### config.mk
export PLATFORM = sky130hd
export DESIGN_NAME = keypad_ctrl_top
export DESIGN_NICKNAME = d
export VERILOG_FILES = /design/src/common/keypad_pkg.sv /design/src/hw/keypad_scan/keypad_scanner.sv /design/src/hw/key_fifo.sv /design/src/hw/apb_key_regs.sv /design/src/hw/keypad_ctrl_top.sv
export SDC_FILE = /design/constraint.sdc
export NUM_CORES = 1
export LEC_CHECK = 0
export BUFFER_PORTS_ARGS = -buffer_cell sky130_fd_sc_hd__buf_4
export CELL_PAD_IN_SITES_DETAIL_PLACEMENT = 0
export CELL_PAD_IN_SITES_GLOBAL_PLACEMENT = 2
export CORE_MARGIN = 2
export CORE_UTILIZATION = 37
export CTS_CLUSTER_DIAMETER = 40
export CTS_CLUSTER_SIZE = 10
export DETAILED_ROUTE_END_ITERATION = 10
export GPL_ROUTABILITY_DRIVEN = 0
export PLACE_DENSITY_LB_ADDON = 0.1
export SKIP_LAST_GASP = 1
export SYNTH_ARGS = -nofsm -noshare
export SYNTH_HDL_FRONTEND = slang
export SYNTH_HIERARCHICAL = 1
export SYNTH_SLANG_ARGS = --single-unit
### constraint.sdc
create_clock -name clk_1khz -period 4.9 [get_ports clk_1khz]
set_clock_uncertainty 0.1 [all_clocks]
set_input_delay 0.735 -clock clk_1khz [delete_from_list [all_inputs] [get_ports clk_1khz]]
set_output_delay 0.735 -clock clk_1khz [all_outputs]
set_load 0.02 [all_outputs]
### src/common/keypad_pkg.sv
package keypad_pkg;

	typedef logic [3:0]  matrix_t;       // row or column lines, active low
	typedef logic [3:0]  key_code_t;     // 0 to F
	typedef logic [3:0]  fifo_level_t;   // 0 to 8 entries
	typedef logic [3:0]  debounce_cnt_t;
	typedef logic [7:0]  apb_addr_t;
	typedef logic [31:0] apb_data_t;

	typedef enum logic [1:0] {
		idle_debounce,
		scanning,
		release_debounce
	} scan_state_t;

	typedef struct packed {
		logic      psel;
		logic      penable;
		logic      pwrite;
		apb_addr_t paddr;
		apb_data_t pwdata;
	} apb_req_t;

	typedef struct packed {
		apb_data_t prdata;
		logic      pready;
		logic      pslverr;
	} apb_rsp_t;

	localparam int DEBOUNCE_MS = 10;      // stable 1 ms cycles for press or release
	localparam int FIFO_DEPTH  = 8;
	localparam int FIFO_PTR_W  = $clog2(FIFO_DEPTH);

	typedef logic [FIFO_PTR_W-1:0] fifo_ptr_t;

	localparam matrix_t MATRIX_OPEN    = 4'b1111;   // no key closing a line
	localparam matrix_t SCAN_FIRST_COL = 4'b1110;   // scan starts at column 0

	localparam apb_addr_t ADDR_STATUS = 8'h00;
	localparam apb_addr_t ADDR_DATA   = 8'h04;
	localparam apb_addr_t ADDR_CTRL   = 8'h08;

	localparam int STAT_LEVEL_LSB = 0;   // bits 3:0
	localparam int STAT_EMPTY_BIT = 4;
	localparam int STAT_OVF_BIT   = 5;

	localparam int DATA_CODE_LSB  = 0;   // bits 3:0
	localparam int DATA_VALID_BIT = 8;

	localparam int CTRL_SCAN_EN_BIT = 0;
	localparam int CTRL_IRQ_EN_BIT  = 1;
	localparam int CTRL_OVF_CLR_BIT = 2;   // write one, self clearing

endpackage

### src/hw/keypad_scan/keypad_scanner.sv
`timescale 1ns/100ps

module keypad_scanner import keypad_pkg::*; (
	input  logic      clk_1khz,
	input  logic      sys_rst_n,
	input  logic      scan_en,
	input  matrix_t   row,
	output matrix_t   col,
	output logic      key_push,
	output key_code_t key_code
);

	localparam debounce_cnt_t DEB_LAST = debounce_cnt_t'(DEBOUNCE_MS - 1);

	scan_state_t   state;
	debounce_cnt_t deb_cnt;   // shared by press and release
	matrix_t       row_hit;   // row lines seen at detection
	matrix_t       col_hit;   // column drive at detection
	logic          row_active;

	// position of the lowest zero, so the lowest row wins
	function automatic logic [1:0] low_index(input matrix_t lines);
		logic [1:0] idx;
		idx = 2'd0;
		for (int i = 3; i >= 0; i--) begin
			if (!lines[i])
				idx = 2'(i);
		end
		return idx;
	endfunction

	assign row_active = (row != MATRIX_OPEN);

	always_ff @(posedge clk_1khz or negedge sys_rst_n) begin
		if (!sys_rst_n) begin
			state    <= idle_debounce;
			deb_cnt  <= '0;
			col      <= '0;
			key_push <= 1'b0;
		end else if (!scan_en) begin
			state    <= idle_debounce;   // parked, columns released
			deb_cnt  <= '0;
			col      <= MATRIX_OPEN;
			key_push <= 1'b0;
		end else begin
			key_push <= 1'b0;
			case (state)
				idle_debounce: begin
					col <= '0;   // all columns low, any key pulls a row
					if (!row_active) begin
						deb_cnt <= '0;   // bounce restarts the count
					end else if (deb_cnt == DEB_LAST) begin
						deb_cnt <= '0;
						col     <= SCAN_FIRST_COL;
						state   <= scanning;
					end else begin
						deb_cnt <= deb_cnt + 1'b1;
					end
				end
				scanning: begin
					if (!row_active) begin
						col <= {col[2:0], col[3]};   // walk the zero left
					end else begin
						key_push <= 1'b1;
						col      <= '0;
						state    <= release_debounce;
					end
				end
				release_debounce: begin
					if (row_active) begin
						deb_cnt <= '0;   // still held or bouncing
					end else if (deb_cnt == DEB_LAST) begin
						deb_cnt <= '0;
						state   <= idle_debounce;
					end else begin
						deb_cnt <= deb_cnt + 1'b1;
					end
				end
				default: state <= idle_debounce;
			endcase
		end
	end

	// key position, valid together with key_push
	always_ff @(posedge clk_1khz) begin
		if (scan_en && state == scanning && row_active) begin
			row_hit <= row;
			col_hit <= col;
		end
	end

	assign key_code = {low_index(row_hit), low_index(col_hit)};   // row * 4 + col

endmodule

### src/hw/key_fifo.sv
`timescale 1ns/100ps

module key_fifo import keypad_pkg::*; (
	input  logic        clk_1khz,
	input  logic        sys_rst_n,
	input  logic        wr,
	input  key_code_t   wr_data,
	input  logic        rd,
	input  logic        ovf_clr,
	output key_code_t   rd_data,
	output fifo_level_t level,
	output logic        overflow
);

	key_code_t mem [FIFO_DEPTH];
	fifo_ptr_t wr_ptr;
	fifo_ptr_t rd_ptr;
	logic      empty;
	logic      full;
	logic      do_wr;
	logic      do_rd;

	assign empty = (level == '0);
	assign full  = (level == fifo_level_t'(FIFO_DEPTH));
	assign do_wr = wr && !full;    // code lost when full
	assign do_rd = rd && !empty;

	assign rd_data = mem[rd_ptr];   // head of queue, read combinationally

	always_ff @(posedge clk_1khz) begin
		if (do_wr)
			mem[wr_ptr] <= wr_data;
	end

	always_ff @(posedge clk_1khz or negedge sys_rst_n) begin
		if (!sys_rst_n) begin
			wr_ptr   <= '0;
			rd_ptr   <= '0;
			level    <= '0;
			overflow <= 1'b0;
		end else begin
			if (do_wr)
				wr_ptr <= wr_ptr + 1'b1;   // wraps at depth 8
			if (do_rd)
				rd_ptr <= rd_ptr + 1'b1;
			case ({do_wr, do_rd})
				2'b10:   level <= level + 1'b1;
				2'b01:   level <= level - 1'b1;
				default: level <= level;   // both or neither
			endcase
			if (wr && full)
				overflow <= 1'b1;   // sticky until cleared
			else if (ovf_clr)
				overflow <= 1'b0;
		end
	end

endmodule

### src/hw/apb_key_regs.sv
`timescale 1ns/100ps

module apb_key_regs import keypad_pkg::*; (
	input  logic        clk_1khz,
	input  logic        sys_rst_n,
	input  apb_req_t    apb_req,
	output apb_rsp_t    apb_rsp,
	input  fifo_level_t level,
	input  logic        overflow,
	input  key_code_t   rd_data,
	output logic        rd,
	output logic        scan_en,
	output logic        ovf_clr,
	output logic        irq
);

	logic      access;
	logic      sel_status;
	logic      sel_data;
	logic      sel_ctrl;
	logic      ctrl_wr;
	logic      irq_en;
	logic      fifo_has_data;
	apb_data_t status_word;
	apb_data_t data_word;
	apb_data_t ctrl_word;

	assign access     = apb_req.psel && apb_req.penable;   // access phase
	assign sel_status = (apb_req.paddr == ADDR_STATUS);
	assign sel_data   = (apb_req.paddr == ADDR_DATA);
	assign sel_ctrl   = (apb_req.paddr == ADDR_CTRL);
	assign ctrl_wr    = access && apb_req.pwrite && sel_ctrl;

	assign fifo_has_data = (level != '0);

	// pop only on a completed DATA read with something queued
	assign rd      = access && !apb_req.pwrite && sel_data && fifo_has_data;
	assign ovf_clr = ctrl_wr && apb_req.pwdata[CTRL_OVF_CLR_BIT];
	assign irq     = irq_en && fifo_has_data;

	always_ff @(posedge clk_1khz or negedge sys_rst_n) begin
		if (!sys_rst_n) begin
			scan_en <= 1'b0;
			irq_en  <= 1'b0;
		end else if (ctrl_wr) begin
			scan_en <= apb_req.pwdata[CTRL_SCAN_EN_BIT];
			irq_en  <= apb_req.pwdata[CTRL_IRQ_EN_BIT];
		end
	end

	always_comb begin
		status_word = '0;
		status_word[STAT_LEVEL_LSB +: $bits(fifo_level_t)] = level;
		status_word[STAT_EMPTY_BIT] = !fifo_has_data;
		status_word[STAT_OVF_BIT]   = overflow;

		data_word = '0;
		if (fifo_has_data)
			data_word[DATA_CODE_LSB +: $bits(key_code_t)] = rd_data;
		data_word[DATA_VALID_BIT] = fifo_has_data;

		ctrl_word = '0;   // ovf_clr always reads 0
		ctrl_word[CTRL_SCAN_EN_BIT] = scan_en;
		ctrl_word[CTRL_IRQ_EN_BIT]  = irq_en;
	end

	always_comb begin
		apb_rsp.pready  = 1'b1;   // no wait states
		apb_rsp.pslverr = access && !(sel_status || sel_data || sel_ctrl);
		if (sel_status)
			apb_rsp.prdata = status_word;
		else if (sel_data)
			apb_rsp.prdata = data_word;
		else if (sel_ctrl)
			apb_rsp.prdata = ctrl_word;
		else
			apb_rsp.prdata = '0;
	end

endmodule

### src/hw/keypad_ctrl_top.sv
`timescale 1ns/100ps

module keypad_ctrl_top import keypad_pkg::*; (
	input  logic     clk_1khz,
	input  logic     sys_rst_n,
	input  matrix_t  row,
	output matrix_t  col,
	input  apb_req_t apb_req,
	output apb_rsp_t apb_rsp,
	output logic     irq
);

	logic        key_push;
	key_code_t   key_code;
	logic        rd;
	logic        scan_en;
	logic        ovf_clr;
	key_code_t   rd_data;
	fifo_level_t level;
	logic        overflow;

	keypad_scanner keypad_scanner_i (
		.clk_1khz  (clk_1khz),
		.sys_rst_n (sys_rst_n),
		.scan_en   (scan_en),
		.row       (row),
		.col       (col),
		.key_push  (key_push),
		.key_code  (key_code)
	);

	key_fifo key_fifo_i (
		.clk_1khz  (clk_1khz),
		.sys_rst_n (sys_rst_n),
		.wr        (key_push),   // one code per detected press
		.wr_data   (key_code),
		.rd        (rd),
		.ovf_clr   (ovf_clr),
		.rd_data   (rd_data),
		.level     (level),
		.overflow  (overflow)
	);

	apb_key_regs apb_key_regs_i (
		.clk_1khz  (clk_1khz),
		.sys_rst_n (sys_rst_n),
		.apb_req   (apb_req),
		.apb_rsp   (apb_rsp),
		.level     (level),
		.overflow  (overflow),
		.rd_data   (rd_data),
		.rd        (rd),
		.scan_en   (scan_en),
		.ovf_clr   (ovf_clr),
		.irq       (irq)
	);

endmodule

==> flow_metrics.py <==
metrics = {
    "status": {
        "outcome": "finished, final reports clean",
    },
    "die": {
        "die_w_um": 97.7,
        "start_util_pct": 37.8,
        "num_io_pins": 88,
        "core_area_um2": 8590,
        "fp.dieH_um": 97.7,
        "die_area_um2": 9540,
        "rows": 34,
    },
    "sta": {
        "hold_slack_ns": 0.196,
        "period_minus_slack_ns": 3.20,
        "slew_headroom_pct": 32.3,
        "setup_tns_ns": 0,
        "rsz0062_at_grt": "false",
        "hold_viol": 0,
        "slew_viol_final": 0,
        "finalSetupViolCount": 0,
        "worst_pin_slew_ns": 1.01,
        "finalCritPeriodShare_pct": 65.3,
        "max_freq_mhz": 313,
    },
    "critical_path": {
        "path_cells": "mux4_1, mux2_2, inv_1, o32a_1, nor3_1, buf_4",
        "criticalPathCategory": "register to output pin",
        "reg2regPathDepth": 11,
        "reg2reg_slack_ns": 2.04,
        "timing.rr.end": "key_fifo_i/level[2]",
        "worstPathRequired_ns": 4.07,
        "end_kind": "output pin",
        "cp_max_fo": 10,
        "slowest_stage": "mux4_1",
        "crit_buf_inv": 2,
        "path_delay_family": "multiplexers",
        "start_kind": "register",
        "cp-startpoint": "key_fifo_i/rd_ptr[0]",
        "slowest_delay_ns": 0.67,
        "r2r_start": "key_fifo_i/level[0]",
        "arrival_ns": 2.36,
    },
    "final_layout": {
        "multi_input_area_um2": 1280,
        "syn_to_final_growth_pct": 14.4,
        "drive_above_1_share_pct": 23.1,
        "layout.cells.non_filler": 402,
        "fill_cells": 832,
        "finalNetCount": 345,
        "seqCellArea_um2": 1800,
        "n_antenna_cell": 0,
        "fin_area_um2": 3710,
        "final_util_pct": 43.2,
    },
    "drt": {
        "ant_nets": 0,
        "vias": 1931,
        "wl_per_cell_um": 14.8,
        "via_per_inst": 4.80,
        "wl_um": 5950,
        "route.detailed.drc": 0,
        "drt_iter0_drc": 82,
        "drtPass1Iterations": 6,
    },
    "clock_tree": {
        "h-tree-depth": 3,
        "clk_latency_ns": 0.33,
        "path_clk_slew_ns": 0.07,
        "clockBufferDepth": 2,
        "cts_resized": 0,
        "cts_inserted_buffers": 9,
        "cts_hold_buf": 0,
        "post_cts_buffers": 0,
        "clock-sinks": 64,
        "clockRootBuffer": "clkbuf_8",
        "cts_tree": "done",
    },
    "synthesis": {
        "synth_area_leaders": "edfxtp_1, dfrtp_1, mux4_1",
        "ys_types": 48,
        "syn_area_um2": 3250,
        "ys_seq_elements": 64,
        "yosysSeqAreaShare_pct": 55.5,
        "yosysTopAreaCell": "edfxtp_1",
        "ys_async_sr_fraction_pct": 37.5,
        "yosys_warnings": 6,
        "synth_edf_count": 40,
        "yosys_most_used_dff": "edfxtp_1",
        "synth.avg_cell_area_um2": 12.8,
        "synth_top_area_share_pct": 37.0,
        "synthCells": 253,
    },
    "placement": {
        "dpl_cell_area_um2": 3490,
        "port_buffers": 32,
        "dp_cells": 386,
        "dp_hpwl_um": 4230,
    },
    "grt": {
        "grt_pass1_wl_um": 9650,
        "gr-usage-all-layers_pct": 13.2,
        "grt_max_degree": 25,
        "antenna_found_initial": 0,
        "grt.overflow.total": 0,
        "grt_pass1_vias": 1989,
    },
    "min_path": {
        "min_path_type": "input port to async pin",
    },
    "power": {
        "power_leakage_nw": 1.48,
        "p_per_area_nw_per_um2": 307,
        "ir_worst_vdd_mv": 0.148,
    },
    "job": {
        "cap_violations": 0,
    },
}
==> flip-flops by register name (all words and copies together) (netlist names) <==
| name | count |
|---|---|
| key_fifo_i/rd_ptr | 3 |
| keypad_scanner_i/row_hit | 4 |
| keypad_scanner_i/state | 2 |
| apb_key_regs_i/scan_en | 1 |
| keypad_scanner_i/col | 4 |
| key_fifo_i/mem | 32 |
| key_fifo_i/wr_ptr | 3 |
| key_fifo_i/level | 4 |
| keypad_scanner_i/deb_cnt | 4 |
| apb_key_regs_i/irq_en | 1 |
| keypad_scanner_i/col_hit | 4 |
| key_fifo_i/overflow | 1 |
| keypad_scanner_i/key_push | 1 |
==> synth_stat cells (2+ instances only) <==
library cell,number
mux2i_1,2
nor2_1,21
nand3_1,3
conb_1,2
a21oi_1,9
nand3b_1,2
o21ai_0,3
mux2_2,6
xor2_1,4
nor2b_1,4
mux2_1,2
buf_2,2
o32a_1,2
xnor2_1,4
a21boi_0,3
buf_4,26
dfrtp_1,24
ha_1,7
inv_1,8
and2_1,2
mux4_1,8
a31oi_1,4
nand4_1,3
edfxtp_1,40
nor3_1,10
nand2_1,22
a21boi_2,2
nor4_1,2
nand2b_1,6
nor4b_2,2
==> report_power, final <==
part           total (W)  internal [W]  switching [W]  leakage (nW)
Clock           0.000509      0.000292       0.000217         0.111
Sequential      0.000574      0.000570     0.00000358         0.654
Combinational  0.0000554     0.0000191      0.0000363         0.711
==> placed cells by master, fill, tap and decap left out, drive strengths merged, types with 3 or more instances in the layout <==
| cell | n |
|---|---|
| nand3b | 3 |
| nor2 | 21 |
| a21boi | 5 |
| ha | 7 |
| nor2b | 4 |
| buf | 32 |
| xor2 | 4 |
| clkbuf | 9 |
| xnor2 | 5 |
| nand2b | 6 |
| a31oi | 4 |
| nand4 | 4 |
| conb | 26 |
| nor4 | 3 |
| nor3 | 11 |
| nand2 | 23 |
| a21oi | 9 |
| nand3 | 3 |
| dfrtp | 24 |
| edfxtp | 40 |
| mux2 | 8 |
| o21ai | 3 |
| mux4 | 8 |
| inv | 11 |
==> through the flow <==
stage	worst slack [ns]	total power (W)
final	1.70	0.00114
after global routing	1.54	0.00118
after CTS	1.65	0.00116
after detailed placement	1.49	0.000641
after global placement	1.49	0.000641
after floorplan	1.95	0.000634
==> layer usage <==
metal  track usage [%]  part of all wire [%]  up-vias
met1              15.9                    46      919
met3              4.24                   4.8        6
met2              22.0                    48       50
met4              5.45                   1.1        0
li1                  -                     -      956
met5                 0                     0        -
==> logic make-up after synthesis <==
kind of cell	Yosys count	synth area share, %
adder cells (fa/ha/maj)	7	2.70
multiplexers	18	9.87
XOR/XNOR	9	2.66
other	2	0.231
buffers and inverters	39	7.83
AND/OR/NAND/NOR	87	15.5
flip-flops	64	55.5
AO/OA/AOI/OAI	27	5.71
==> worst max-delay path by stage <==
stage / to / slack (ns) / depth (start not counted)
4_1_cts: apb_rsp[2] / 1.65 / 6
2_1_floorplan: key_fifo_i/level[2] / 1.95 / 11
6_report: apb_rsp[2] / 1.70 / 6
5_1_grt: apb_rsp[5] / 1.54 / 5
3_5_place_dp: key_fifo_i/level[2] / 1.49 / 12
3_3_place_gp: key_fifo_i/level[2] / 1.49 / 12
==> layout make-up <==
cell class,count,area share (%)
well taps,108,3.64
inverters,8,0.809
multi-input cells,174,34.5
flip-flops and latches,64,48.5
clock inverters,7,2.76
clock buffers,9,3.34
repair buffers,32,6.47
Power figures use the tool's default switching activity.
